### src/hdl/island_bus_pkg.sv
package island_bus_pkg;

  // ----------------------------------------
  // Bus widths
  // ----------------------------------------
  localparam int unsigned AddrWidth = 32;
  localparam int unsigned DataWidth = 32;
  localparam int unsigned StrbWidth = DataWidth / 8;

  // ----------------------------------------
  // Bus word types
  // ----------------------------------------
  typedef logic [AddrWidth-1:0] addr_t;
  typedef logic [DataWidth-1:0] data_t;
  typedef logic [StrbWidth-1:0] strb_t;

endpackage

### src/hdl/island_map_pkg.sv
package island_map_pkg;

  // ----------------------------------------
  // Address map
  // ----------------------------------------

  // Region code is address bits 31:12 with one 4 KiB window each
  typedef enum logic [19:0] {
    BankRegion = 20'h00000,
    RomRegion  = 20'h00001,
    CtrlRegion = 20'h00002
  } region_e;

  // Front end splits by region while targets index words
  typedef union packed {
    struct packed {
      region_e     region;
      logic [11:0] offset;
    } map;
    struct packed {
      logic [29:0] word_idx;
      logic [1:0]  byte_sel;
    } mem;
  } island_addr_u;

  // ----------------------------------------
  // Boot and fixed replies
  // ----------------------------------------
  typedef enum logic [1:0] {
    BootLocal  = 2'd0,
    BootJtag   = 2'd1,
    BootSerial = 2'd2
  } bootmode_e;

  localparam int unsigned RomWords = 64;
  localparam logic [15:0] RomTag   = 16'hB007;

  // ROM base
  localparam island_bus_pkg::addr_t BootAddrReset = 32'h0000_1000;
  localparam island_bus_pkg::data_t ErrorWord     = 32'hBADC_AB1E;

  // Control register offsets within CtrlRegion
  localparam logic [11:0] FetchEnOffset  = 12'h000;
  localparam logic [11:0] BootAddrOffset = 12'h004;
  localparam logic [11:0] StatusOffset   = 12'h008;

endpackage

### src/hdl/periph_bus_if.sv
`timescale 1ns/1ps

interface periph_bus_if;

  // Request lasts one cycle per transfer
  logic                         req;
  logic                         we;
  island_map_pkg::island_addr_u addr;
  island_bus_pkg::data_t        wdata;
  island_bus_pkg::strb_t        be;

  // Reply comes one cycle after req
  logic                         rvalid;
  island_bus_pkg::data_t        rdata;
  logic                         err;

  modport initiator (
    output req, we, addr, wdata, be,
    input  rvalid, rdata, err
  );

  modport target (
    input  req, we, addr, wdata, be,
    output rvalid, rdata, err
  );

endinterface

### src/hdl/soc_ctrl_regs.sv
`timescale 1ns/1ps

module soc_ctrl_regs (
  input  logic                      clk_i,
  input  logic                      rst_ni,
  periph_bus_if.target              bus_i,
  input  island_map_pkg::bootmode_e bootmode_i,
  output logic                      fetch_enable_o,
  output island_bus_pkg::addr_t     boot_addr_o
);

  logic                  fetch_en_q;
  island_bus_pkg::addr_t boot_addr_q;
  island_bus_pkg::data_t status;
  island_bus_pkg::data_t rd_data;
  logic                  acc_err;
  logic                  wr_ok;

  island_bus_pkg::data_t rdata_q;
  logic                  err_q;
  logic                  rvalid_q;

  // Effective fetch enable and boot mode
  assign status = {29'b0, bootmode_i, fetch_enable_o};

  // ----------------------------------------
  // Offset decode
  // ----------------------------------------
  always_comb begin
    rd_data = island_map_pkg::ErrorWord;
    acc_err = 1'b0;
    case (bus_i.addr.map.offset)
      island_map_pkg::FetchEnOffset:  rd_data = {31'b0, fetch_en_q};
      island_map_pkg::BootAddrOffset: rd_data = boot_addr_q;
      island_map_pkg::StatusOffset: begin
        rd_data = status;
        // Status is read-only
        acc_err = bus_i.we;
      end
      default: acc_err = 1'b1;
    endcase
    if (acc_err) begin
      rd_data = island_map_pkg::ErrorWord;
    end
  end

  assign wr_ok = bus_i.req && bus_i.we && !acc_err;

  // ----------------------------------------
  // Registers
  // ----------------------------------------
  always_ff @(posedge clk_i or negedge rst_ni) begin
    if (!rst_ni) begin
      fetch_en_q  <= 1'b0;
      boot_addr_q <= island_map_pkg::BootAddrReset;
      rvalid_q    <= 1'b0;
    end else begin
      rvalid_q <= bus_i.req;
      if (wr_ok && bus_i.addr.map.offset == island_map_pkg::FetchEnOffset && bus_i.be[0]) begin
        fetch_en_q <= bus_i.wdata[0];
      end
      if (wr_ok && bus_i.addr.map.offset == island_map_pkg::BootAddrOffset) begin
        for (int b = 0; b < island_bus_pkg::StrbWidth; b++) begin
          if (bus_i.be[b]) begin
            boot_addr_q[8*b +: 8] <= bus_i.wdata[8*b +: 8];
          end
        end
      end
    end
  end

  always_ff @(posedge clk_i) begin
    if (bus_i.req) begin
      rdata_q <= rd_data;
      err_q   <= acc_err;
    end
  end

  assign bus_i.rvalid = rvalid_q;
  assign bus_i.rdata  = rdata_q;
  assign bus_i.err    = err_q;

  // JTAG boot lets the debugger start the core
  assign fetch_enable_o = fetch_en_q || (bootmode_i == island_map_pkg::BootJtag);
  assign boot_addr_o    = boot_addr_q;

endmodule

### src/flat_wrapper.sv
// flat-port wrapper written by rule: the top's interface ports become plain ports
module soc_ctrl_regs_flat 
  (clk_i, rst_ni, bootmode_i, fetch_enable_o, boot_addr_o, bus_i_req, bus_i_we, bus_i_addr, bus_i_wdata, bus_i_be, bus_i_rvalid, bus_i_rdata, bus_i_err);
  periph_bus_if bus_i_i ();
  input  logic clk_i;
  input  logic rst_ni;
  input  island_map_pkg::bootmode_e bootmode_i;
  output logic fetch_enable_o;
  output island_bus_pkg::addr_t boot_addr_o;
  input wire logic [$bits(bus_i_i.req)-1:0] bus_i_req;
  input wire logic [$bits(bus_i_i.we)-1:0] bus_i_we;
  input wire logic [$bits(bus_i_i.addr)-1:0] bus_i_addr;
  input wire logic [$bits(bus_i_i.wdata)-1:0] bus_i_wdata;
  input wire logic [$bits(bus_i_i.be)-1:0] bus_i_be;
  output wire logic [$bits(bus_i_i.rvalid)-1:0] bus_i_rvalid;
  output wire logic [$bits(bus_i_i.rdata)-1:0] bus_i_rdata;
  output wire logic [$bits(bus_i_i.err)-1:0] bus_i_err;
  assign bus_i_i.req = bus_i_req;
  assign bus_i_i.we = bus_i_we;
  assign bus_i_i.addr = bus_i_addr;
  assign bus_i_i.wdata = bus_i_wdata;
  assign bus_i_i.be = bus_i_be;
  assign bus_i_rvalid = bus_i_i.rvalid;
  assign bus_i_rdata = bus_i_i.rdata;
  assign bus_i_err = bus_i_i.err;
  soc_ctrl_regs u_core (.clk_i(clk_i), .rst_ni(rst_ni), .bus_i(bus_i_i), .bootmode_i(bootmode_i), .fetch_enable_o(fetch_enable_o), .boot_addr_o(boot_addr_o));
endmodule
### config.mk
export PLATFORM = sky130hd
export DESIGN_NAME = soc_ctrl_regs_flat
export DESIGN_NICKNAME = d
export VERILOG_FILES = /design/src/hdl/island_bus_pkg.sv /design/src/hdl/island_map_pkg.sv /design/src/hdl/periph_bus_if.sv /design/src/hdl/soc_ctrl_regs.sv /design/src/flat_wrapper.sv
export SDC_FILE = /design/constraint.sdc
export NUM_CORES = 1
export LEC_CHECK = 0
export BUFFER_PORTS_ARGS = -buffer_cell sky130_fd_sc_hd__clkbuf_2
export CAP_MARGIN = 20
export CORE_MARGIN = 5
export CORE_UTILIZATION = 41
export CTS_CLUSTER_SIZE = 25
export DETAILED_ROUTE_END_ITERATION = 10
export PLACE_DENSITY = 0.74
export SYNTH_ARGS = -nofsm -noshare
export SYNTH_HDL_FRONTEND = slang
export SYNTH_SLANG_ARGS = --single-unit
### constraint.sdc
create_clock -name clk_i -period 2.9 [get_ports clk_i]
set_clock_uncertainty 0.1 [all_clocks]
set_input_delay 0.435 -clock clk_i [delete_from_list [all_inputs] [get_ports clk_i]]
set_output_delay 0.435 -clock clk_i [all_outputs]
set_load 0.005 [all_outputs]
* Word level (Yosys, flattened, before mapping) *
Cells that the tools add are included.

word-level totals
  register bits after elaboration = 67
  input port bits = 74
  output and inout bits = 67
  word-level logic and storage cells = 26

operators by class
  eq/ne operators = 3
  muxes and demuxes = 2
  reduce and logical (&&, ||, !) cells = 13

operator list
  operator                                               number
  one-hot mux 32 bit (3 select lines)                    1
  equality test 12 x 3 -> 1 bit (second input constant)  1
  equality test 12 x 4 -> 1 bit (second input constant)  1
  zero test 12 bit                                       1
  AND reduction 2 bit                                    4
  logical AND 1 bit                                      5
  equality test 2 x 1 -> 1 bit (second input constant)   1
  one-hot mux 1 bit (2 select lines)                     1
  OR reduction 2 bit                                     1
  zero test 1 bit                                        1
  logical OR 1 bit                                       1

* Depth between registers and ports, before layout *
  word-level depth = 7
  depth in mapped cells = 5
  gate-level depth less buffers = 4

* Least setup slack after synthesis *
OpenSTA, ideal clock, no wires.

  path kind = input to register
  from = input port bus_i_addr[9]
  to = register u_core.boot_addr_q[0] (netlist: u_core.boot_addr_o[0])
  arrival time = 2120 ps
  required time = 2675 ps
  slack = 555 ps
  stages = 5
  path buffers = 1
  path through = or4_4 -> nor4_4 -> and4_1 -> buf_4 -> mux2_2

on the way
  longest elaborated chain between the ends = 7

ends and longest elaborated chain
  element                                                                   RTL line                                  text
  start, declared                                                           flat_wrapper.sv:12                        input wire logic [$bits(bus_i_i.addr)-1:0] bus_i_addr;
  equality test 12 x 3 -> 1 bit / zero test 12 bit (equally long branches)  soc_ctrl_regs.sv:32, soc_ctrl_regs.sv:62
  OR reduction 2 bit (no source line)                                       --
  one-hot mux 1 bit (2 select lines)                                        soc_ctrl_regs.sv:32                       case (bus_i.addr.map.offset)
  zero test 1 bit                                                           soc_ctrl_regs.sv:47                       assign wr_ok = bus_i.req && bus_i.we && !acc_err;
  logical AND 1 bit                                                         soc_ctrl_regs.sv:47
  logical AND 1 bit *                                                       soc_ctrl_regs.sv:62                       if (wr_ok && bus_i.addr.map.offset == island_map_pkg::BootAddrOffset) begin
  AND reduction 2 bit (no source line) *                                    --
  end signal, assigned                                                      soc_ctrl_regs.sv:55                       boot_addr_q <= island_map_pkg::BootAddrReset;
  end signal, assigned by index                                             soc_ctrl_regs.sv:65                       boot_addr_q[8*b +: 8] <= bus_i.wdata[8*b +: 8];
  end, declared                                                             soc_ctrl_regs.sv:13                       island_bus_pkg::addr_t boot_addr_q;

Every way passes the cells marked *; elsewhere a longest branch is shown, timed or not.
A chain may end at the register's enable or synchronous reset.

* Worst setup path after layout *
  from = input port bus_i_addr[9]
  to = register u_core.boot_addr_q[26] (netlist: u_core.boot_addr_o[26])

Same word-level chain as after synthesis.

==> flow_summary.toml <==
[flow_run]
maxCapViolCount = 0

[routing]
drt_first_pass_iters = 4
vias = 1833
avgViaCountPerCell = 4.888
first_iter_violations = 45
drc = 0
ant_nets = 0
wl_mm = 6.216
wire_per_inst_um = 16.58

[synth]
synth_cells = 161
yosys-top-cells-count = "dfrtp_1, edfxtp_1, mux2_2"
yosysUniqueCellTypes = 26
synth_seq_cells = 67
async_reset_ff_share_pct = 50.75
synthFlopType = "edfxtp_1"
ys_top_cells_by_area = "edfxtp_1, dfrtp_1, mux2_2"
synth_seq_area_share_pct = 69.84
synth_edf_count = 33
yosys_warnings = 0
yosys.area.top_type = "edfxtp_1"
synthesis.area_um2 = 2639
synth.avg_cell_area_um2 = 16.39
syn-num-nets = 235
synth_top_area_share_pct = 37.55

[power]
powerDensity_nw_per_um2 = 509.6
finalPower_mw = 1.799
p_leak_nw = 1.808
ir_drop_v = 0.0003360

[sta]
worst_slew_pin_slew_ns = 0.9012
fmax_mhz = 451.8
post-route-min-period_ns = 2.213
fin_crit_sh_pct = 76.33
rsz0062_at_grt = "no"
tns_ns = 0
setup_violations = 0
hold_viol = 0
finalMaxSlewViolations = 0
relSlewSlack_pct = 39.92

[min_path]
hold_class = "primary input to async pin"

[placed_design]
dp_hpwl_mm = 4.540
port_buffers = 120
place.gp.congestion = 0.7793

[clocking]
cts-hold-fix-buffers = 0
root_buffer = "clkbuf_8"
clk_path_buf_depth = 2
cts_sinks = 67
cts_setup_buffers = 0
cts_inserted_buffers = 9
clock_latency_ns = 0.32
cts_tree = "done"
clk_pin_slew_worst_paths_ns = 0.07
cts_resized = 0
htree_levels = 3

[floorplanning]
fp.dieH_um = 90.23
die_x_um = 90.23
initial_core_util_pct = 41.80
ios = 141
die_area_um2 = 8141
coreArea_um2 = 6314
rows = 29

[global_routing]
grt_use_total_pct = 15.54
grt_overflow_total = 0
grt_pass1_vias = 2016
antenna_found_initial = 0
grt_max_degree = 35
grt_pass1_wl_mm = 10.10

[outcome]
status = "completed"

[finish]
fillers = 541
multi_input_area_um2 = 768.2
areaGrowthSynthToFinish_pct = 33.81
diodes = 0
final-seq-area_um2 = 1843
nets = 367
layout-drive-gt1-share_pct = 60.40

[setup_path]
start_kind = "primary input"
endpoint_kind = "flop"
max_stage_delay_ns = 0.55
reg2reg_depth = 3
regToRegSetupSlack_ns = 1.77
critical_path.max_fanout = 15
r2r_start = "u_core.fetch_en_q"
worstPathArrival_ns = 2.32
cp.required_ns = 3.01
worst_path_max_delay_cell = "or4_4"
cp_cell_sequence = "clkbuf_2 -> or4_4 -> nor4_4 -> buf_4 -> nand4_2 -> mux2_2"
r2r_end = "u_core.bus_i.rdata[0]"
path_class = "primary input to flop"
-- cells by family after synthesis --
family	Yosys count	synth area share, %
DFF	67	69.84
and+or+nand+nor	30	8.393
muxes	33	14.08
AOI/OAI and AO/OA	25	6.638
buffers and inverters	6	1.043
-- flip-flops by register name, indices dropped and copies added, names as in the netlist --
| register | cells |
|---|---|
| u_core.boot_addr_o | 32 |
| u_core.bus_i.err | 1 |
| u_core.bus_i.rdata | 32 |
| u_core.bus_i.rvalid | 1 |
| u_core.fetch_en_q | 1 |
-- layer usage --
layer,part of all wire [%],global-route usage [%],up-vias
met5,0,0,-
met4,1.4,6.452,0
met3,10,6.928,8
met2,48,24.88,80
met1,40,18.14,884
li1,-,-,861
-- worst max-delay path by stage --
stage / from / cells past startpoint / slack [ns] / endpoint
6_report: bus_i_addr[9] / 6 / 0.69 / u_core.boot_addr_o[26]
5_1_grt: bus_i_addr[9] / 6 / 0.59 / u_core.boot_addr_o[26]
4_1_cts: bus_i_addr[9] / 6 / 0.67 / u_core.boot_addr_o[26]
3_5_place_dp: bus_i_addr[9] / 6 / 0.33 / u_core.boot_addr_o[26]
3_3_place_gp: bus_i_addr[9] / 6 / 0.35 / u_core.boot_addr_o[24]
2_1_floorplan: bus_i_addr[9] / 5 / 0.56 / u_core.boot_addr_o[0]
-- worst max-delay path, delay by kind of cell --
family                 cells  cell delay, ns
and+or+nand+nor            3            1.16
muxes                      1            0.38
buffers and inverters      2            0.35
-- final cells by class --
| type | count | area share (%) |
|---|---|---|
| tap | 77 | 2.729 |
| multi-input combinational | 88 | 21.76 |
| inverter | 1 | 0.1063 |
| clock inverter | 3 | 0.4252 |
| sequential | 67 | 52.20 |
| clock buffer | 13 | 4.500 |
| timing repair buffer | 126 | 18.28 |
-- placed cells by master (no fill, tap or decap), types with 2 or more instances in the layout --
cell type,n
buf_4,6
nor2_1,2
a21o_1,18
mux2_2,33
clkbuf_2,120
nand3_1,2
dfrtp_1,33
clkbuf_1,2
edfxtp_1,33
nand2_1,2
and2_1,12
clkinv_2,3
clkbuf_8,11
nand4_2,3
o21ai_0,5
-- stage by stage --
step / util (%) / setup slack (ns) / hold WS [ns] / area [um2] / instances
after floorplan: - / 0.5555 / 0.03941 / 2639 / 161
after CTS: 55.93 / 0.6712 / 0.1563 / 3531 / 375
final: 55.93 / 0.6866 / 0.1319 / 3531 / 375
after global placement: 53.17 / 0.3488 / 0.4087 / 3357 / 359
after global routing: 55.93 / 0.5933 / 0.1995 / 3531 / 375
after detailed placement: 53.17 / 0.3276 / 0.4166 / 3357 / 359
-- power by group --
| part | total [mW] | internal (mW) | switching, mW |
|---|---|---|---|
| Sequential | 1.03 | 1.02 | 0.00644 |
| Combinational | 0.0991 | 0.0472 | 0.0519 |
| Clock | 0.675 | 0.354 | 0.321 |
Power figures use the tool's default switching activity.
