--- src/hdl/island_bus_pkg.sv ---
package island_bus_pkg;

  // ----------------------------------------
  // Bus widths
  // ----------------------------------------
  localparam int unsigned AddrWidth = 32;
  localparam int unsigned DataWidth = 32;
  localparam int unsigned StrbWidth = DataWidth / 8;

  // ----------------------------------------
  // Bus word types
  // ----------------------------------------
  typedef logic [AddrWidth-1:0] addr_t;
  typedef logic [DataWidth-1:0] data_t;
  typedef logic [StrbWidth-1:0] strb_t;

endpackage

--- src/hdl/island_map_pkg.sv ---
package island_map_pkg;

  // ----------------------------------------
  // Address map
  // ----------------------------------------

  // Region code is address bits 31:12 with one 4 KiB window each
  typedef enum logic [19:0] {
    BankRegion = 20'h00000,
    RomRegion  = 20'h00001,
    CtrlRegion = 20'h00002
  } region_e;

  // Front end splits by region while targets index words
  typedef union packed {
    struct packed {
      region_e     region;
      logic [11:0] offset;
    } map;
    struct packed {
      logic [29:0] word_idx;
      logic [1:0]  byte_sel;
    } mem;
  } island_addr_u;

  // ----------------------------------------
  // Boot and fixed replies
  // ----------------------------------------
  typedef enum logic [1:0] {
    BootLocal  = 2'd0,
    BootJtag   = 2'd1,
    BootSerial = 2'd2
  } bootmode_e;

  localparam int unsigned RomWords = 64;
  localparam logic [15:0] RomTag   = 16'hB007;

  // ROM base
  localparam island_bus_pkg::addr_t BootAddrReset = 32'h0000_1000;
  localparam island_bus_pkg::data_t ErrorWord     = 32'hBADC_AB1E;

  // Control register offsets within CtrlRegion
  localparam logic [11:0] FetchEnOffset  = 12'h000;
  localparam logic [11:0] BootAddrOffset = 12'h004;
  localparam logic [11:0] StatusOffset   = 12'h008;

endpackage

--- src/hdl/periph_bus_if.sv ---
`timescale 1ns/1ps

interface periph_bus_if;

  // Request lasts one cycle per transfer
  logic                         req;
  logic                         we;
  island_map_pkg::island_addr_u addr;
  island_bus_pkg::data_t        wdata;
  island_bus_pkg::strb_t        be;

  // Reply comes one cycle after req
  logic                         rvalid;
  island_bus_pkg::data_t        rdata;
  logic                         err;

  modport initiator (
    output req, we, addr, wdata, be,
    input  rvalid, rdata, err
  );

  modport target (
    input  req, we, addr, wdata, be,
    output rvalid, rdata, err
  );

endinterface

--- src/hdl/wb_frontend.sv ---
`timescale 1ns/1ps

module wb_frontend (
  input  logic                  clk_i,
  input  logic                  rst_ni,

  input  logic                  wb_cyc_i,
  input  logic                  wb_stb_i,
  input  logic                  wb_we_i,
  input  island_bus_pkg::addr_t wb_adr_i,
  input  island_bus_pkg::data_t wb_dat_i,
  input  island_bus_pkg::strb_t wb_sel_i,
  output island_bus_pkg::data_t wb_dat_o,
  output logic                  wb_ack_o,
  output logic                  wb_err_o,

  periph_bus_if.initiator       bank_o,
  periph_bus_if.initiator       rom_o,
  periph_bus_if.initiator       ctrl_o
);

  typedef enum logic {
    StIdle,
    StWait
  } state_e;

  typedef enum logic [1:0] {
    SelBank,
    SelRom,
    SelCtrl,
    SelErr
  } target_e;

  state_e                       state_q;
  target_e                      sel_d;
  target_e                      sel_q;
  logic                         start;
  logic                         req_q;
  logic                         err_valid_q;
  island_map_pkg::island_addr_u adr;

  logic                         rsp_valid;
  logic                         rsp_err;
  island_bus_pkg::data_t        rsp_data;

  // ----------------------------------------
  // Region decode
  // ----------------------------------------
  assign adr   = wb_adr_i;
  assign start = (state_q == StIdle) && wb_cyc_i && wb_stb_i;

  always_comb begin
    case (adr.map.region)
      island_map_pkg::BankRegion: sel_d = SelBank;
      island_map_pkg::RomRegion:  sel_d = SelRom;
      island_map_pkg::CtrlRegion: sel_d = SelCtrl;
      default:                    sel_d = SelErr;
    endcase
  end

  // ----------------------------------------
  // Transfer FSM
  // ----------------------------------------
  always_ff @(posedge clk_i or negedge rst_ni) begin
    if (!rst_ni) begin
      state_q     <= StIdle;
      sel_q       <= SelErr;
      req_q       <= 1'b0;
      err_valid_q <= 1'b0;
    end else begin
      req_q       <= start;
      // Internal error slave answers with the same latency as a target
      err_valid_q <= req_q && (sel_q == SelErr);
      if (start) begin
        sel_q <= sel_d;
      end
      case (state_q)
        StIdle: if (start) state_q <= StWait;
        StWait: if (rsp_valid) state_q <= StIdle;
        default: state_q <= StIdle;
      endcase
    end
  end

  // Master holds its fields until ack, so they go straight out
  assign bank_o.req   = req_q && (sel_q == SelBank);
  assign bank_o.we    = wb_we_i;
  assign bank_o.addr  = adr;
  assign bank_o.wdata = wb_dat_i;
  assign bank_o.be    = wb_sel_i;

  assign rom_o.req    = req_q && (sel_q == SelRom);
  assign rom_o.we     = wb_we_i;
  assign rom_o.addr   = adr;
  assign rom_o.wdata  = wb_dat_i;
  assign rom_o.be     = wb_sel_i;

  assign ctrl_o.req   = req_q && (sel_q == SelCtrl);
  assign ctrl_o.we    = wb_we_i;
  assign ctrl_o.addr  = adr;
  assign ctrl_o.wdata = wb_dat_i;
  assign ctrl_o.be    = wb_sel_i;

  // ----------------------------------------
  // Reply select
  // ----------------------------------------
  always_comb begin
    case (sel_q)
      SelBank: begin
        rsp_valid = bank_o.rvalid;
        rsp_data  = bank_o.rdata;
        rsp_err   = bank_o.err;
      end
      SelRom: begin
        rsp_valid = rom_o.rvalid;
        rsp_data  = rom_o.rdata;
        rsp_err   = rom_o.err;
      end
      SelCtrl: begin
        rsp_valid = ctrl_o.rvalid;
        rsp_data  = ctrl_o.rdata;
        rsp_err   = ctrl_o.err;
      end
      default: begin
        rsp_valid = err_valid_q;
        rsp_data  = island_map_pkg::ErrorWord;
        rsp_err   = 1'b1;
      end
    endcase
  end

  assign wb_dat_o = rsp_data;
  assign wb_ack_o = rsp_valid && !rsp_err && wb_cyc_i && wb_stb_i;
  assign wb_err_o = rsp_valid && rsp_err && wb_cyc_i && wb_stb_i;

endmodule

--- src/flat_wrapper.sv ---
// flat-port wrapper written by rule: the top's interface ports become plain ports
module wb_frontend_flat 
  (clk_i, rst_ni, wb_cyc_i, wb_stb_i, wb_we_i, wb_adr_i, wb_dat_i, wb_sel_i, wb_dat_o, wb_ack_o, wb_err_o, bank_o_req, bank_o_we, bank_o_addr, bank_o_wdata, bank_o_be, bank_o_rvalid, bank_o_rdata, bank_o_err, rom_o_req, rom_o_we, rom_o_addr, rom_o_wdata, rom_o_be, rom_o_rvalid, rom_o_rdata, rom_o_err, ctrl_o_req, ctrl_o_we, ctrl_o_addr, ctrl_o_wdata, ctrl_o_be, ctrl_o_rvalid, ctrl_o_rdata, ctrl_o_err);
  periph_bus_if bank_o_i ();
  periph_bus_if rom_o_i ();
  periph_bus_if ctrl_o_i ();
  input  logic clk_i;
  input  logic rst_ni;
  input  logic wb_cyc_i;
  input  logic wb_stb_i;
  input  logic wb_we_i;
  input  island_bus_pkg::addr_t wb_adr_i;
  input  island_bus_pkg::data_t wb_dat_i;
  input  island_bus_pkg::strb_t wb_sel_i;
  output island_bus_pkg::data_t wb_dat_o;
  output logic wb_ack_o;
  output logic wb_err_o;
  output wire logic [$bits(bank_o_i.req)-1:0] bank_o_req;
  output wire logic [$bits(bank_o_i.we)-1:0] bank_o_we;
  output wire logic [$bits(bank_o_i.addr)-1:0] bank_o_addr;
  output wire logic [$bits(bank_o_i.wdata)-1:0] bank_o_wdata;
  output wire logic [$bits(bank_o_i.be)-1:0] bank_o_be;
  input wire logic [$bits(bank_o_i.rvalid)-1:0] bank_o_rvalid;
  input wire logic [$bits(bank_o_i.rdata)-1:0] bank_o_rdata;
  input wire logic [$bits(bank_o_i.err)-1:0] bank_o_err;
  output wire logic [$bits(rom_o_i.req)-1:0] rom_o_req;
  output wire logic [$bits(rom_o_i.we)-1:0] rom_o_we;
  output wire logic [$bits(rom_o_i.addr)-1:0] rom_o_addr;
  output wire logic [$bits(rom_o_i.wdata)-1:0] rom_o_wdata;
  output wire logic [$bits(rom_o_i.be)-1:0] rom_o_be;
  input wire logic [$bits(rom_o_i.rvalid)-1:0] rom_o_rvalid;
  input wire logic [$bits(rom_o_i.rdata)-1:0] rom_o_rdata;
  input wire logic [$bits(rom_o_i.err)-1:0] rom_o_err;
  output wire logic [$bits(ctrl_o_i.req)-1:0] ctrl_o_req;
  output wire logic [$bits(ctrl_o_i.we)-1:0] ctrl_o_we;
  output wire logic [$bits(ctrl_o_i.addr)-1:0] ctrl_o_addr;
  output wire logic [$bits(ctrl_o_i.wdata)-1:0] ctrl_o_wdata;
  output wire logic [$bits(ctrl_o_i.be)-1:0] ctrl_o_be;
  input wire logic [$bits(ctrl_o_i.rvalid)-1:0] ctrl_o_rvalid;
  input wire logic [$bits(ctrl_o_i.rdata)-1:0] ctrl_o_rdata;
  input wire logic [$bits(ctrl_o_i.err)-1:0] ctrl_o_err;
  assign bank_o_req = bank_o_i.req;
  assign bank_o_we = bank_o_i.we;
  assign bank_o_addr = bank_o_i.addr;
  assign bank_o_wdata = bank_o_i.wdata;
  assign bank_o_be = bank_o_i.be;
  assign bank_o_i.rvalid = bank_o_rvalid;
  assign bank_o_i.rdata = bank_o_rdata;
  assign bank_o_i.err = bank_o_err;
  assign rom_o_req = rom_o_i.req;
  assign rom_o_we = rom_o_i.we;
  assign rom_o_addr = rom_o_i.addr;
  assign rom_o_wdata = rom_o_i.wdata;
  assign rom_o_be = rom_o_i.be;
  assign rom_o_i.rvalid = rom_o_rvalid;
  assign rom_o_i.rdata = rom_o_rdata;
  assign rom_o_i.err = rom_o_err;
  assign ctrl_o_req = ctrl_o_i.req;
  assign ctrl_o_we = ctrl_o_i.we;
  assign ctrl_o_addr = ctrl_o_i.addr;
  assign ctrl_o_wdata = ctrl_o_i.wdata;
  assign ctrl_o_be = ctrl_o_i.be;
  assign ctrl_o_i.rvalid = ctrl_o_rvalid;
  assign ctrl_o_i.rdata = ctrl_o_rdata;
  assign ctrl_o_i.err = ctrl_o_err;
  wb_frontend u_core (.clk_i(clk_i), .rst_ni(rst_ni), .wb_cyc_i(wb_cyc_i), .wb_stb_i(wb_stb_i), .wb_we_i(wb_we_i), .wb_adr_i(wb_adr_i), .wb_dat_i(wb_dat_i), .wb_sel_i(wb_sel_i), .wb_dat_o(wb_dat_o), .wb_ack_o(wb_ack_o), .wb_err_o(wb_err_o), .bank_o(bank_o_i), .rom_o(rom_o_i), .ctrl_o(ctrl_o_i));
endmodule
--- config.mk ---
export PLATFORM = sky130hd
export DESIGN_NAME = wb_frontend_flat
export DESIGN_NICKNAME = d
export VERILOG_FILES = /design/src/hdl/island_bus_pkg.sv /design/src/hdl/island_map_pkg.sv /design/src/hdl/periph_bus_if.sv /design/src/hdl/wb_frontend.sv /design/src/flat_wrapper.sv
export SDC_FILE = /design/constraint.sdc
export NUM_CORES = 1
export LEC_CHECK = 0
export ABC_AREA = 1
export BUFFER_PORTS_ARGS = -buffer_cell sky130_fd_sc_hd__buf_2
export CAP_MARGIN = 25
export CORE_AREA = 4 4 159 161
export CTS_CLUSTER_DIAMETER = 60
export DETAILED_ROUTE_END_ITERATION = 6
export DIE_AREA = 0 0 163 165
export GPL_ROUTABILITY_DRIVEN = 0
export PLACE_DENSITY = 0.35
export SYNTH_ARGS = -nofsm -noshare
export SYNTH_HDL_FRONTEND = slang
export SYNTH_SLANG_ARGS = --single-unit
--- constraint.sdc ---
create_clock -name clk_i -period 2.4 [get_ports clk_i]
set_clock_uncertainty 0.15 [all_clocks]
set_input_delay 0.48 -clock clk_i [delete_from_list [all_inputs] [get_ports clk_i]]
set_output_delay 0.48 -clock clk_i [all_outputs]
set_load 0.05 [all_outputs]
# Word-level counts from Yosys, hierarchy flattened
# Index checks and enable logic that the tools add are counted.
totals:
  register_bits: 5
  input_bits: 175
  output_inout_bits: 244
  word_cells: 32
op_classes:
  eq_ne: 5
  mux: 7
  n_bitwise: 1
  reduce_logical: 15
op_table:
  columns: ["cell", "n"]
  rows:
  - ["32-bit case mux with 3 select lines", 1]
  - ["20-bit by 1-bit equality test with 1-bit output, second input constant", 1]
  - ["20-bit by 2-bit equality test with 1-bit output, second input constant", 1]
  - ["20-bit zero test", 1]
  - ["1-bit logical AND", 12]
  - ["1-bit case mux with 3 select lines", 2]
  - ["2-bit case mux with 3 select lines", 1]
  - ["2-bit equality test, second input constant", 2]
  - ["2-bit by 1-bit equality test with 1-bit output, second input constant", 1]
  - ["2-bit zero test", 1]
  - ["1-bit 2-to-1 mux", 2]
  - ["1-bit case mux with 2 select lines", 1]
  - ["1-bit zero test", 1]
  - ["1-bit inverter", 1]

# Depth between registers and ports, before layout
depth:
  ltp_word: 6
  depth_mapped: 8
  mapped_depth_nobuf: 7

# Worst setup path after synthesis
# OpenSTA, ideal clock, no wires.
synth_path:
  path_kind: "flip-flop to output port"
  from: "register u_core.sel_q[1]"
  to: "output ctrl_o_req"
  t_arrival_ns: 1.780
  required_ns: 1.770
  path_slack_ns: -0.010
  stages_incl_launch_ff: 4
  n_path_buf: 1
  path_cell_list: "dfstp_2 > buf_6 > inv_4 > nor3_1"
synth_between:
  elab_chain_cells: 2
synth_lines:
  columns: ["element", "line", "rtl"]
  rows:
  - ["start, declared", "wb_frontend.sv:36", "target_e sel_q;"]
  - ["start signal, assigned", "wb_frontend.sv:67", "sel_q <= SelErr;"]
  - ["start signal, assigned", "wb_frontend.sv:75", "sel_q <= sel_d;"]
  - ["2-bit equality test", "wb_frontend.sv:98", "assign ctrl_o.req = req_q && (sel_q == SelCtrl);"]
  - ["1-bit logical AND", "wb_frontend.sv:98", null]
  - ["end, declared", "flat_wrapper.sv:34", "output wire logic [$bits(ctrl_o_i.req)-1:0] ctrl_o_req;"]
# No other way between the ends.

# Worst setup path after layout
layout_path:
  from: "register u_core.sel_q[0]"
  to: "output wb_dat_o[15]"
layout_between:
  elab_chain_cells: 2
  word_cells_on_any_way: 4
  classes_between: "2 x eq/ne; 1 x mux; 1 x reduce/logical"
layout_lines:
  columns: ["element", "line", "rtl"]
  rows:
  - ["2-bit equality test, or another cell as far along", "wb_frontend.sv:108", "case (sel_q)"]
  - ["32-bit case mux with 3 select lines *", "wb_frontend.sv:108", null]
  - ["end, declared", "flat_wrapper.sv:15", "output island_bus_pkg::data_t wb_dat_o;"]
# Mark *: on every way between the ends. The rest lies on a longest branch, timed or not.

==> flow_summary.json <==
{
  "initial_utilization_pct": 10.9,
  "worstSetupStartpointType": "flop",
  "clkPwrFrac_pct": 34.1,
  "required_ns": 1.77,
  "yosysWarnings": 0,
  "synth_top_family_by_area": "buffers and inverters",
  "maxCapViolations": 0,
  "core_mm2": 0.0240,
  "syn_to_final_growth_pct": 4.80,
  "grt_usage_pct": 6.04,
  "cts_tree": "built",
  "status": "completed",
  "die_area_mm2": 0.0269,
  "combPwrFrac_pct": 52.4,
  "drv_slew": 0,
  "arrival_ns": 1.67,
  "synth_compound_area_share_pct": 4.18,
  "syn-num-nets": 583,
  "syn_area_mm2": 0.00260,
  "seq_power_share_pct": 13.5,
  "sw_frac_of_total_pct": 44.1,
  "tightest_slew_ns": 0.363,
  "leakagePower_nw": 1.35,
  "min_period_ns": 2.30,
  "clk_latency_ns": 0.22,
  "cts_root_buf": "clkbuf_16",
  "clockBufferDepth": 2,
  "finalNetCount": 600,
  "peakVddDrop_uv": 207,
  "wl_per_cell_um": 12.6,
  "rsz0062_at_grt": "false",
  "die_y_um": 165,
  "critPathMaxFanout": 30,
  "yosysUniqueCellTypes": 26,
  "hold_viol_final": 0,
  "initialDrtViolationCount": 44,
  "via_per_inst": 3.14,
  "clock_sinks": 5,
  "power_density_mw_per_mm2": 292,
  "reg2reg_from": "u_core.sel_q[0]",
  "r2r_setup_slack_ns": 0.94,
  "port_buffers": 222,
  "cts_made_buffers": 3,
  "die_w_um": 163,
  "drive_gt1_share_pct": 59.2,
  "grt_max_degree": 31,
  "hold_path.class": "flop to flop",
  "synth_area_leader_cell": "buf_4",
  "via_count": 2350,
  "hold_slack_ns": 0.323,
  "synth_fa_ha_area_share_pct": 0,
  "end_kind": "output port",
  "synthCells": 408,
  "synthMuxAreaShare_pct": 0,
  "cts_max_level": 1,
  "rows": 57,
  "setup_viol": 0,
  "crit_chain": "nand2_2 > inv_2 > buf_12 > nand2_1 > nand3_1 > buf_2",
  "max_freq_mhz": 434,
  "grt_pass1_wl_mm": 12.5,
  "drc": 0,
  "avgSynthCellArea_um2": 6.38,
  "worst_path_max_delay_cell": "dfstp_2",
  "first_pass_iters": 4,
  "power.total_uw": 797,
  "crit_path_start": "u_core.sel_q[0]",
  "yosysSeqAreaShare_pct": 4.90,
  "io_pins": 419,
  "postRouteAntennaNets": 0,
  "grt_pass1_vias": 2292,
  "nFillCells": 2851,
  "synthXorXnorAreaFrac_pct": 0,
  "relSlewSlack_pct": 75.7,
  "hp-start": "u_core.state_q",
  "synth.top_cell.area_share_pct": 60.5,
  "internal_power_uw": 446,
  "synth.area.top_cells": "buf_4, nand2_1, nand3_1",
  "antenna_found_initial": 0,
  "ys_seq_elements": 5,
  "p_sw_uw": 351,
  "grt-ovfl-total": 0,
  "hpwlAfterDp_mm": 8.10,
  "setup_tns_ns": 0,
  "clk_pin_slew_ns": 0.03,
  "cp_slowest_stage_delay_ns": 0.57,
  "yosys.area_share.simple_pct": 26.8,
  "period_share_pct": 96.0,
  "num_antenna_cells": 0,
  "finalWirelength_mm": 9.40,
  "path_class": "flop to output port"
}
==> sequential cells by signal, indices dropped and copies added, names as in the netlist <==
name,cells
u_core.err_valid_q,1
u_core.req_q,1
u_core.sel_q,2
u_core.state_q,1
==> worst max-delay path: cells and delay by family (launching register included) <==
| kind | cells | cell delay (ns) |
|---|---|---|
| buffers and inverters | 3 | 0.60 |
| flip-flops | 1 | 0.57 |
| AND/OR/NAND/NOR | 3 | 0.26 |
==> power by group through the flow <==
| stage | sequential [mW] | clock [mW] | combinational (mW) |
|---|---|---|---|
| 6_report | 0.108 | 0.272 | 0.418 |
| 5_1_grt | 0.110 | 0.283 | 0.444 |
| 4_1_cts | 0.108 | 0.276 | 0.423 |
| 3_5_place_dp | 0.109 | 0 | 0.420 |
| 3_3_place_gp | 0.109 | 0 | 0.421 |
| 2_1_floorplan | 0.108 | 0 | 0.976 |
==> worst paths after layout <==
path / endpoint / cells after the start
worst max-delay path: wb_dat_o[15] / 6
worst min-delay path: u_core.state_q / 1
worst max register to register: u_core.state_q / 6
worst min register to register: u_core.state_q / 1
max in group asynchronous: u_core.sel_q[0] / 2
min in group asynchronous: u_core.state_q / 2
==> kinds of logic after synthesis <==
logic type,count (synthesis)
AND/OR/NAND/NOR,156
flip-flops,5
buffers and inverters,226
AO/OA/AOI/OAI,21
==> synthesized netlist by cell type, drive strengths merged <==
cell    number
and2         1
buf        218
clkbuf       2
dfrtp        3
dfstp        2
inv          6
nand2       92
nand3       34
nand4        2
nor2        23
nor3         2
o21ai       21
or2          2
==> repair_timing <==
action	in CTS	in global routing
hold buffers	1	0
endpoints found under the setup margin	1	28
buffers inserted	0	2
resized for setup	3	1
endpoints found under the hold margin	3	0
==> cells in the final DEF (no fill, tap or decap), drive strengths merged <==
cell type / Yosys / layout
nand2: 92 / 92
dlygate4sd3: 0 / 1
buf: 218 / 230
nor2: 23 / 23
or2: 2 / 2
nand3: 34 / 34
and2: 1 / 1
clkbuf: 2 / 5
dfstp: 2 / 2
dfrtp: 3 / 3
o21ai: 21 / 21
nand4: 2 / 2
nor3: 2 / 2
inv: 6 / 6
==> layer usage <==
| layer | share of wire [%] | vias to the layer above | GRT usage, % |
|---|---|---|---|
| met1 | 37 | 989 | 6.16 |
| li1 | - | 1097 | - |
| met4 | 1.7 | 0 | 1.45 |
| met2 | 48 | 243 | 11.6 |
| met5 | 0 | - | 0 |
| met3 | 14 | 21 | 2.32 |
==> through the flow <==
stage	utilization, %	area (um2)	std cells	worst slack [ns]
detailed placement	10.9	2600	741	0.227
CTS	11.3	2700	746	0.00333
floorplan	-	2610	408	0.0300
global route	11.4	2730	748	0.00598
global placement	10.9	2600	741	0.257
finish	11.4	2730	748	0.0963
==> layout make-up <==
type	count	area, um2	share of cell area (%)
clock buffers	4	78.8	2.89
inverters	6	25.0	0.917
multi-input cells	177	813	29.8
flip-flops and latches	5	128	4.67
well taps	324	405	14.8
repair buffers	232	1280	46.9
Power figures use the tool's default switching activity.
