## src/hdl/island_bus_pkg.sv

```systemverilog
package island_bus_pkg;

  // ----------------------------------------
  // Bus widths
  // ----------------------------------------
  localparam int unsigned AddrWidth = 32;
  localparam int unsigned DataWidth = 32;
  localparam int unsigned StrbWidth = DataWidth / 8;

  // ----------------------------------------
  // Bus word types
  // ----------------------------------------
  typedef logic [AddrWidth-1:0] addr_t;
  typedef logic [DataWidth-1:0] data_t;
  typedef logic [StrbWidth-1:0] strb_t;

endpackage

```

## src/hdl/island_map_pkg.sv

```systemverilog
package island_map_pkg;

  // ----------------------------------------
  // Address map
  // ----------------------------------------

  // Region code is address bits 31:12 with one 4 KiB window each
  typedef enum logic [19:0] {
    BankRegion = 20'h00000,
    RomRegion  = 20'h00001,
    CtrlRegion = 20'h00002
  } region_e;

  // Front end splits by region while targets index words
  typedef union packed {
    struct packed {
      region_e     region;
      logic [11:0] offset;
    } map;
    struct packed {
      logic [29:0] word_idx;
      logic [1:0]  byte_sel;
    } mem;
  } island_addr_u;

  // ----------------------------------------
  // Boot and fixed replies
  // ----------------------------------------
  typedef enum logic [1:0] {
    BootLocal  = 2'd0,
    BootJtag   = 2'd1,
    BootSerial = 2'd2
  } bootmode_e;

  localparam int unsigned RomWords = 64;
  localparam logic [15:0] RomTag   = 16'hB007;

  // ROM base
  localparam island_bus_pkg::addr_t BootAddrReset = 32'h0000_1000;
  localparam island_bus_pkg::data_t ErrorWord     = 32'hBADC_AB1E;

  // Control register offsets within CtrlRegion
  localparam logic [11:0] FetchEnOffset  = 12'h000;
  localparam logic [11:0] BootAddrOffset = 12'h004;
  localparam logic [11:0] StatusOffset   = 12'h008;

endpackage

```

## src/hdl/periph_bus_if.sv

```systemverilog
`timescale 1ns/1ps

interface periph_bus_if;

  // Request lasts one cycle per transfer
  logic                         req;
  logic                         we;
  island_map_pkg::island_addr_u addr;
  island_bus_pkg::data_t        wdata;
  island_bus_pkg::strb_t        be;

  // Reply comes one cycle after req
  logic                         rvalid;
  island_bus_pkg::data_t        rdata;
  logic                         err;

  modport initiator (
    output req, we, addr, wdata, be,
    input  rvalid, rdata, err
  );

  modport target (
    input  req, we, addr, wdata, be,
    output rvalid, rdata, err
  );

endinterface

```

## src/hdl/boot_rom.sv

```systemverilog
`timescale 1ns/1ps

module boot_rom (
  input  logic         clk_i,
  input  logic         rst_ni,
  periph_bus_if.target bus_i
);

  island_bus_pkg::data_t rdata_q;
  logic                  err_q;
  logic                  rvalid_q;
  logic [15:0]           rom_idx;

  assign rom_idx = 16'(bus_i.addr.mem.word_idx % island_map_pkg::RomWords);

  // Tag in the upper half, word index in the lower
  always_ff @(posedge clk_i) begin
    if (bus_i.req) begin
      err_q   <= bus_i.we;
      rdata_q <= bus_i.we ? island_map_pkg::ErrorWord : {island_map_pkg::RomTag, rom_idx};
    end
  end

  always_ff @(posedge clk_i or negedge rst_ni) begin
    if (!rst_ni) begin
      rvalid_q <= 1'b0;
    end else begin
      rvalid_q <= bus_i.req;
    end
  end

  assign bus_i.rvalid = rvalid_q;
  assign bus_i.rdata  = rdata_q;
  assign bus_i.err    = err_q;

endmodule

```

## src/flat_wrapper.sv

```systemverilog
// flat-port wrapper written by rule: the top's interface ports become plain ports
module boot_rom_flat 
  (clk_i, rst_ni, bus_i_req, bus_i_we, bus_i_addr, bus_i_wdata, bus_i_be, bus_i_rvalid, bus_i_rdata, bus_i_err);
  periph_bus_if bus_i_i ();
  input  logic clk_i;
  input  logic rst_ni;
  input wire logic [$bits(bus_i_i.req)-1:0] bus_i_req;
  input wire logic [$bits(bus_i_i.we)-1:0] bus_i_we;
  input wire logic [$bits(bus_i_i.addr)-1:0] bus_i_addr;
  input wire logic [$bits(bus_i_i.wdata)-1:0] bus_i_wdata;
  input wire logic [$bits(bus_i_i.be)-1:0] bus_i_be;
  output wire logic [$bits(bus_i_i.rvalid)-1:0] bus_i_rvalid;
  output wire logic [$bits(bus_i_i.rdata)-1:0] bus_i_rdata;
  output wire logic [$bits(bus_i_i.err)-1:0] bus_i_err;
  assign bus_i_i.req = bus_i_req;
  assign bus_i_i.we = bus_i_we;
  assign bus_i_i.addr = bus_i_addr;
  assign bus_i_i.wdata = bus_i_wdata;
  assign bus_i_i.be = bus_i_be;
  assign bus_i_rvalid = bus_i_i.rvalid;
  assign bus_i_rdata = bus_i_i.rdata;
  assign bus_i_err = bus_i_i.err;
  boot_rom u_core (.clk_i(clk_i), .rst_ni(rst_ni), .bus_i(bus_i_i));
endmodule
```

## config.mk

```make
export PLATFORM = sky130hd
export DESIGN_NAME = boot_rom_flat
export DESIGN_NICKNAME = d
export VERILOG_FILES = /design/src/hdl/island_bus_pkg.sv /design/src/hdl/island_map_pkg.sv /design/src/hdl/periph_bus_if.sv /design/src/hdl/boot_rom.sv /design/src/flat_wrapper.sv
export SDC_FILE = /design/constraint.sdc
export NUM_CORES = 1
export LEC_CHECK = 0
export ABC_CLOCK_PERIOD_IN_PS = 900
export BUFFER_PORTS_ARGS = -buffer_cell sky130_fd_sc_hd__buf_2
export CAP_MARGIN = 10
export CELL_PAD_IN_SITES_DETAIL_PLACEMENT = 0
export CELL_PAD_IN_SITES_GLOBAL_PLACEMENT = 2
export CORE_MARGIN = 1
export CORE_UTILIZATION = 10
export DETAILED_ROUTE_END_ITERATION = 7
export GPL_ROUTABILITY_DRIVEN = 1
export PLACE_DENSITY = 0.88
export SYNTH_ARGS = -nofsm -noshare
export SYNTH_HDL_FRONTEND = slang
export SYNTH_SLANG_ARGS = --single-unit
```

## constraint.sdc

```tcl
create_clock -name clk_i -period 0.9 [get_ports clk_i]
set_clock_uncertainty 0.05 [all_clocks]
set_input_delay 0.09 -clock clk_i [delete_from_list [all_inputs] [get_ports clk_i]]
set_output_delay 0.09 -clock clk_i [all_outputs]
set_load 0.005 [all_outputs]
```

# Word-level counts from Yosys, hierarchy flattened
# Index checks and enable logic that the tools add are counted.
op_classes:
  mux: 1
  eq_ne: 0
  div: 0
  n_reduce_logical: 0
  n_lt_le_gt_ge: 0
  n_shift: 0
  n_mul: 0
  addsub: 0
  bitwise: 0
ops:
  columns: ["operator", "count"]
  rows:
  - ["two-way mux 28 bit", 1]
word_totals:
  in_bits: 72
  regBits: 34
  ramBits: 0
  memories: 0
  out_inout_bits: 34
  romBits: 0
  latchBits: 0

# Logic depth before layout (Yosys ltp)
# Gate-level depths: netlist of run 1.
depth:
  ltp_word: 1
  mapped_depth: 1
  ltp_nobuf: 1

# Least setup slack after synthesis of run 1
# OpenSTA, ideal clock, no wires.
synth_timing:
  path_type: "register to output"
  startpoint: "reg u_core.bus_i.rdata[25] (netlist name)"
  endpoint: "out bus_i_rdata[11]"
  t_required_ps: 760
  n_path_buf: 1
  arrival_time_ps: 691
  path_stages_with_launch: 2
  path_slack_ps: 69
  path_cell_list: "edfxtp_1 buf_4"
synth_rtl:
  columns: ["item", "line", "rtl"]
  rows:
  - ["end, declared", "flat_wrapper.sv:13", "output wire logic [$bits(bus_i_i.rdata)-1:0] bus_i_rdata;"]

# Worst setup path in the final report of run 1
layout_timing:
  startpoint: "reg u_core.rdata_q[25] (netlist: u_core.bus_i.rdata[25])"
  endpoint: "out bus_i_rdata[25]"
layout_rtl:
  columns: ["item", "line", "rtl"]
  rows:
  - ["start, declared", "boot_rom.sv:9", "island_bus_pkg::data_t rdata_q;"]
  - ["start signal, assigned", "boot_rom.sv:20", "rdata_q <= bus_i.we ? island_map_pkg::ErrorWord : {island_map_pkg::RomTag, rom_idx};"]
# No word-level cell between the ends.

==> impl.org, run 1 <==
** Clocking
- Clock-pin slew was measured on the worst setup and hold paths at 0.04 ns.
- Counting the buffers created by CTS gives 3.
- CTS built an H-tree with a depth of 1.
- Clock Tree Root :: sky130_fd_sc_hd__clkbuf_8
- TritonCTS built the clock tree.
- Number of sinks handled by clock tree synthesis :: 9
- In this run the deepest clock path goes through 2 buffers.

** Worst setup path
- Counting buffers and inverters, the worst setup path is 2 cells deep.
- Worst endpoint required time :: 0.76 ns
- The largest individual stage delay along the critical path comes from the cell sky130_fd_sc_hd__edfxtp_1.
- Highest fanout seen on the critical path :: 12
- Buffer and inverter count on the worst path :: 2
- The largest single stage delay on the critical path is 0.37 ns.
- Worst setup path class :: flop to output pin
- Data on the critical path arrives at its endpoint at 0.87 ns.
- Element type at the critical path end :: output pin
- Ordered list of cells on the worst path :: buf_6 -> buf_2
- STA classifies the critical path startpoint as a flop.
- Among cell families on the critical path, the largest total delay comes from flip-flops.

** STA
- Based on the critical path, the design can be clocked at up to 0.995 GHz.
- Final critical path time including I/O delays and setup :: 1.01 ns
- Setup violations remaining at the end of the flow were counted as 12.
- Worst hold margin :: 0.0469 ns
- RSZ-0062 raised after global routing :: yes
- For the final routed database, the setup TNS stands at -1.25 ns.
- The number of hold violations in the final report was 0.
- Period Utilization, post-route :: 112%
- Final worst setup slack :: -0.105 ns
- Max Transition Viols Final :: 0

** Routing
- Total wirelength of the detailed-routed design :: 775 microns
- Number of vias per cell after detailed routing :: 2.17
- The detail route stage leaves a number of antenna-violating nets equal to 0.
- Number of remaining DRC errors :: 0
- Initial drt markers :: 3
- The first detailed-routing pass ran for 2 iterations.
- WL/cell :: 5.87 microns
- Detailed-route via count :: 287

** Placed design
- Port buffering added 30 buffers.
- The congestion estimate from routability-driven global placement came to 0.629.
- Detailed placer's ending HPWL :: 645 microns
- The number of placed instances, taps included, is 126.

** Finish
- Post-layout net count :: 138
- Syn-to-layout area delta :: 30.7%
- 0 antenna diodes ended up in the layout.
- In the final layout, the share of cells above drive strength 1 is 52.3%.
- Area used by multi-input combinational logic :: 86.3 sq um
- The sequential cells in the finished layout cover a total of 265 sq um.
- Cell Count, Final, Fillers Out :: 132
- Filler cells :: 553

** Die
- Height of the die :: 72.8 microns
- The initial utilization of the core area, before any placement, comes to 10.5%.
- The die covers 5300 sq um.
- In this run the standard cell core region covers 4790 sq um.
- Number of ports placed on the die boundary :: 106
- The die is 72.8 microns wide.
- After floorplanning, the core was divided into 25 placement rows.

** Pwr
- The analysis attributes to cell leakage a power of 0.000300 uW.
- In this run the power density over the cells is 1680 nW/um^2.
- VDD sags by at most 0.774 mV.

** Global routing
- Antenna violations before repair :: 0
- After global routing, the most crowded layer is met2.
- Global-route usage over all layers :: 3.03%
- Global routing consumed, on the met3 layer, 0.967% of the routing resources.
- The first global-routing pass estimated 1090 microns of wire.
- Global-route met2 utilization :: 4.26%
- Global routing consumed, on the met1 layer, 3.46% of the routing resources.
- The via count of the first global-routing pass is 242.
- GRT Residual Overflow :: 0
- Entering global routing, the biggest net connects 13 pins.

** Synth
- Synthesis handed over a netlist of 43 instances.
- The synthesized netlist contains 7 unique library cells.
- Average cell area after synthesis :: 11.7 sq um
- Summing the sequential cell areas from Yosys gives 52.9% of the chip area.
- In this run, synthesis produced a sequential element count of 9.
- Yosys warnings :: 0
- The mapped netlist covers 502 sq um.

** Hold path
- Counting instances, the worst hold path has a depth of 1.
- HP Class :: input port to flop

** Run status
- The run finished, with violations left.
- The final reports fail on negative setup slack.

** Job
- Max-cap violations in this run came to 0.
==> metal layers <==
layer	share of wire [%]	vias to the layer above
met5	0	-
met1	40	126
met4	0	0
met3	5.9	0
li1	-	139
met2	54	22
==> final timing paths <==
path	startpoint	to
setup / recovery	u_core.bus_i.rdata[25]$_DFFE_PP_	bus_i_rdata[25]
max in group asynchronous	rst_ni	u_core.bus_i.rvalid$_DFF_PN0_
hold / removal	bus_i_req	u_core.bus_i.rvalid$_DFF_PN0_
min in group asynchronous	rst_ni	u_core.bus_i.rvalid$_DFF_PN0_
==> final cells by class <==
class                      count  area share [%]
inverter                       1           0.573
multi-input combinational     19            13.2
clock buffer                   4            6.87
timing repair buffer          32            26.1
sequential                     9            40.5
tap                           67            12.8
==> cell usage after synthesis <==
library cell / number / share of area (%)
sky130_fd_sc_hd__buf_4: 25 / 37
sky130_fd_sc_hd__conb_1: 2 / 1.5
sky130_fd_sc_hd__dfrtp_1: 1 / 5.0
sky130_fd_sc_hd__edfxtp_1: 8 / 48
sky130_fd_sc_hd__inv_1: 1 / 0.75
sky130_fd_sc_hd__nor2b_1: 2 / 2.5
sky130_fd_sc_hd__or2_1: 4 / 5.0
==> state kept, by name (all words and copies together) (netlist names) <==
name,cells
u_core.bus_i.rdata,8
u_core.bus_i.rvalid,1
==> stage by stage <==
step / utilization, % / cell area, sq um / total power, uW / worst slack, ns
after global routing: 13.7 / 656 / 1160 / -0.164
after detailed placement: 12.3 / 589 / 649 / 0.0402
final: 13.7 / 656 / 1100 / -0.105
after CTS: 13.7 / 656 / 1130 / -0.122
after floorplan: - / 543 / 645 / 0.0686
after global placement: 12.3 / 589 / 647 / 0.0548
==> cells by family (layout without fill, tap and decap cells) <==
family	after synthesis	after routing	share of synthesized area [%]
and+or+nand+nor	6	6	7.48
other	2	13	1.50
DFF	9	9	52.9
buffers and inverters	26	37	38.2
==> power breakdown <==
part | switching [uW] | total, uW | internal, uW | leakage, uW
clock network | 147 | 454 | 307 | 0.0000228
logic | 73.7 | 149 | 75.2 | 0.000187
registers | 8.43 | 500 | 492 | 0.0000902
total | 229 | 1100 | 875 | 0.000300
==> layout by cell type (no fill, tap or decap), drive strengths merged <==
cell type	n
edfxtp	8
clkbuf	4
nor2b	2
dlygate4sd3	1
conb	13
buf	31
dfrtp	1
or2	4
inv	1
==> timing repair <==
action / 4_1_cts / 5_1_grt
setup buffers: 1 / 0
setup endpoints to repair: 12 / 14
endpoints found under the hold margin: 1 / 0
hold buffers: 1 / 0
pin swaps: 0 / 0
gates resized for setup: 1 / 0
Power figures use the tool's default switching activity.
==> run 2, diff against run 1 <==
--- a/config.mk
+++ b/config.mk
@@ -5,6 +5,7 @@
 export SDC_FILE = /design/constraint.sdc
 export NUM_CORES = 1
 export LEC_CHECK = 0
+export ABC_AREA = 1
 export ABC_CLOCK_PERIOD_IN_PS = 900
 export BUFFER_PORTS_ARGS = -buffer_cell sky130_fd_sc_hd__buf_2
 export CAP_MARGIN = 10
@@ -15,6 +16,7 @@
 export DETAILED_ROUTE_END_ITERATION = 7
 export GPL_ROUTABILITY_DRIVEN = 1
 export PLACE_DENSITY = 0.88
+export SLEW_MARGIN = 5
 export SYNTH_ARGS = -nofsm -noshare
 export SYNTH_HDL_FRONTEND = slang
 export SYNTH_SLANG_ARGS = --single-unit
==> impl.org, run 2 <==
** Worst setup path
- Critical Path Slowest Stage Cell :: sky130_fd_sc_hd__edfxtp_1
- The critical path buffer and inverter count is 2 (unchanged).
- The worst setup path is launched from a flop.
- Data arrival at the endpoint of the critical path :: 0.89 ns (+0.02 ns)
- In this design, the largest share of critical-path delay is due to flip-flops.
- The delay of the slowest cell on the worst path was 0.37 ns (about the same).
- The required arrival time at the worst endpoint was 0.76 ns (about the same).
- Worst setup path class :: flop to output pin
- Walking the worst path, the cells encountered are buf_4 -> buf_2.
- STA classifies the critical path endpoint as an output pin.
- Highest fanout seen on the critical path :: 6 (-6)

** Finish
- Post-layout net count :: 145 (+5.1%)
- Compared with the post-synthesis result, the final layout area differs by 30.8%.
- The final core utilization was 13.9% (+0.20 points).
- Most common cell after layout, fill and taps aside :: sky130_fd_sc_hd__buf_2
- The antenna diode count is 0 (unchanged).
- Proportion of layout cells with a drive suffix above 1 :: 51.4% (-0.92 points)
- The top cell types in the final layout, fill and taps aside, are sky130_fd_sc_hd__buf_2, sky130_fd_sc_hd__conb_1, sky130_fd_sc_hd__edfxtp_1, sky130_fd_sc_hd__inv_1.
- Number of flip-flops in the largest register :: 8 (unchanged)

** Pwr
- Internal cell power :: 876 uW (+0.18%)
- The portion of total power attributed to the clock network is 41.0% (-0.2 points).
- The switching part of the total was 21.5% (+0.77 points).
- The register share of total power came to 44.8% (-0.6 points).
- Part of the power in combinational logic :: 14.2% (+0.7 points)
- The leakage power summed over all cells came to 0.000336 uW (+12%).
- Power per unit of standard cell area :: 1670 nW/um^2 (-0.92%)
- The power spent charging and discharging nets was 240 uW (+4.9%).
- Peak supply drop :: 0.450 mV (-42%)

** Die
- The initial core utilization came to 10.6% (+0.14 points).
- Number of ports placed on the die boundary :: 106 (unchanged)
- Height of the die :: 73.5 microns (+0.97%)
- The horizontal extent of the die is 73.5 microns (+0.97%).
- Die ar. :: 5410 sq um (+1.9%)
- Area of the core region :: 4820 sq um (+0.65%)
- The number of placement rows came to 25 (unchanged).

** Synth
- The synthesis warning total is 0 (unchanged).
- The biggest area contributor in the post-synthesis netlist is sky130_fd_sc_hd__edfxtp_1.
- Unique cell type count in the Yosys netlist :: 9 (+2)
- The cell count after synthesis is 49 (+14%).
- Post-synthesis sequential area ratio :: 51.8% (-1.0 points)
- Commonest cells post-synth :: sky130_fd_sc_hd__buf_4, sky130_fd_sc_hd__edfxtp_1, sky130_fd_sc_hd__inv_1, sky130_fd_sc_hd__nand2_1
- Average cell area after synthesis :: 10.4 sq um (-10%)
- Yosys instantiated no cell more often than sky130_fd_sc_hd__buf_4.
- Ys async rst share :: 11.1% (unchanged)
- After synthesis, the cell types taking the most area are sky130_fd_sc_hd__edfxtp_1, sky130_fd_sc_hd__buf_4, sky130_fd_sc_hd__dfrtp_1, sky130_fd_sc_hd__inv_1, sky130_fd_sc_hd__nand2_1.
- The count of flip-flops with a built-in enable after synthesis is 8 (unchanged).
- Flop and latch count out of synthesis :: 9 (unchanged)
- Share of the synthesized area in the top cell type :: 46.9% (-0.94 points)
- Among all flip-flop cells after synthesis, the most frequent one is sky130_fd_sc_hd__edfxtp_1.
- Cell area after technology mapping :: 512 sq um (+2.0%)

** Hold path
- In this run the worst hold path is classified as input port to flop.
- The startpoint identified for the worst hold timing path is bus_i_we.
- For hold timing, the worst endpoint is u_core.bus_i.rdata[25]$_DFFE_PP_.
- The cell depth of the worst min-delay path is 1 (unchanged).

** Global routing
- Global-route usage over all layers :: 3.36% (+0.32 points)
- Largest net degree at the start of global routing :: 10 (-3)
- First-pass GRT wire length :: 1250 microns (+14%)
- The initial antenna violation count was 0 (unchanged).
- GRT Residual Overflow :: 0 (unchanged)
- The via count of the first global-routing pass was 280 (+16%).

** STA
- Setup repair after global routing could not meet its margin everywhere.
- Achievable frequency :: 0.975 GHz (-2.0%)
- The minimum period implied by the final worst setup slack came to 1.03 ns (+0.0204 ns).
- The number of hold violations in the final report was 0 (unchanged).
- Period Utilization, post-route :: 114% (+2.3 points)
- The final critical-path setup slack was -0.126 ns (-0.0204 ns).
- Final count of negative-setup-slack endpoints :: 12 (unchanged)
- The number of pins exceeding their max-slew limit in the final report was 0 (unchanged).
- Setup_tns :: -1.49 ns (-0.238 ns)

** Routing
- Initial drt markers :: 3 (unchanged)
- Router iterations before antenna repair :: 2 (unchanged)
- Total wirelength of the detailed-routed design :: 835 microns (+7.7%)
- WL/cell :: 6.01 microns (+2.3%)
- The post-detailed-route DRC marker count is 0 (unchanged).
- The count of antenna-violating nets left after detailed routing was 0 (unchanged).
- Detailed-route via count :: 298 (+3.8%)
- The number of vias per cell after detailed routing was 2.14 (-1.4%).

** Job
- The number of max-cap violations came to 0 (unchanged).

** Clocking
- The H-tree depth came to 1 (unchanged).
- The clock-pin slew on the worst setup and hold paths came to 0.04 ns (about the same).
- Clock tree from TritonCTS :: done
- The TritonCTS sink count is 9 (unchanged).
- In this run the clock root is driven by a sky130_fd_sc_hd__clkbuf_8.
- Clock buffer count from CTS :: 3 (unchanged)
- The maximum buffer depth of the clock tree came to 2 (unchanged).

** Placed design
- The count of buffers from port buffering came to 30 (unchanged).
- Routability congestion estimate :: 0.603 (-4.0%)
- Detailed placer's ending HPWL :: 675 microns (+4.7%)

** Run status
- The checks that failed: negative setup slack.
- The run finished, with violations left.
## run 2: final cells by class
cell class	instances	area (sq um)
Clock buffer	4	45.0
Multi-Input combinational cell	19	73.8
Tap cell	67	83.8
Fill cell	574	4150
Inverter	7	26.3
Sequential cell	9	265
Timing Repair Buffer	33	175
## run 2: how the worst max path moves through the flow
stage	startpoint	to	slack, ns	depth (start not counted)
CTS	u_core.bus_i.rdata[25]$_DFFE_PP_	bus_i_rdata[11]	-0.13	2
floorplan	u_core.bus_i.rdata[25]$_DFFE_PP_	bus_i_rdata[11]	0.07	1
global route	u_core.bus_i.rdata[25]$_DFFE_PP_	bus_i_rdata[27]	-0.17	2
global placement	u_core.bus_i.rdata[25]$_DFFE_PP_	bus_i_rdata[9]	0.1	1
finish	u_core.bus_i.rdata[25]$_DFFE_PP_	bus_i_rdata[13]	-0.13	2
detailed placement	u_core.bus_i.rdata[25]$_DFFE_PP_	bus_i_rdata[13]	0.08	1
## run 2: logic make-up after synthesis
| kind of cell | count (synthesis) | share of synthesized area, % |
|---|---|---|
| other | 2 | 1.47 |
| and+or+nand+nor | 6 | 4.89 |
| buffers and inverters | 32 | 41.8 |
| DFF | 9 | 51.8 |
## run 2: per-stage QoR
step                power, uW  hold WS, ns  instances  worst slack (ns)  instance area [sq um]
floorplan                 650       -0.256         60            0.0686                    553
detailed placement        654       -0.178        132            0.0806                    599
finish                   1120       0.0443        139            -0.126                    669
global placement          652       -0.185        132            0.0967                    599
global route             1190       0.0463        139            -0.171                    669
CTS                      1130       0.0378        139            -0.129                    667
## run 2: power by group through the flow
| stage | registers [uW] | logic [uW] | clock network (uW) |
|---|---|---|---|
| finish | 500 | 159 | 458 |
| global route | 503 | 183 | 503 |
| CTS | 500 | 159 | 474 |
| detailed placement | 514 | 139 | 0 |
| global placement | 513 | 139 | 0 |
| floorplan | 520 | 130 | 0 |
## run 2: layer usage
metal | GRT usage [%] | part of all wire, % | up-vias
met2 | 5.40 | 57 | 15
li1 | - | - | 153
met5 | 0 | 0 | -
met1 | 3.31 | 36 | 128
met3 | 0.823 | 4.7 | 2
met4 | 3.85 | 2.3 | 0
## run 2: what timing repair did
action	in CTS	in global routing
gates cloned	0	0
setup buffers	2	0
resized for setup	1	1
hold buffers	1	0
hold endpoints to repair	1	0
setup endpoints to repair	12	15
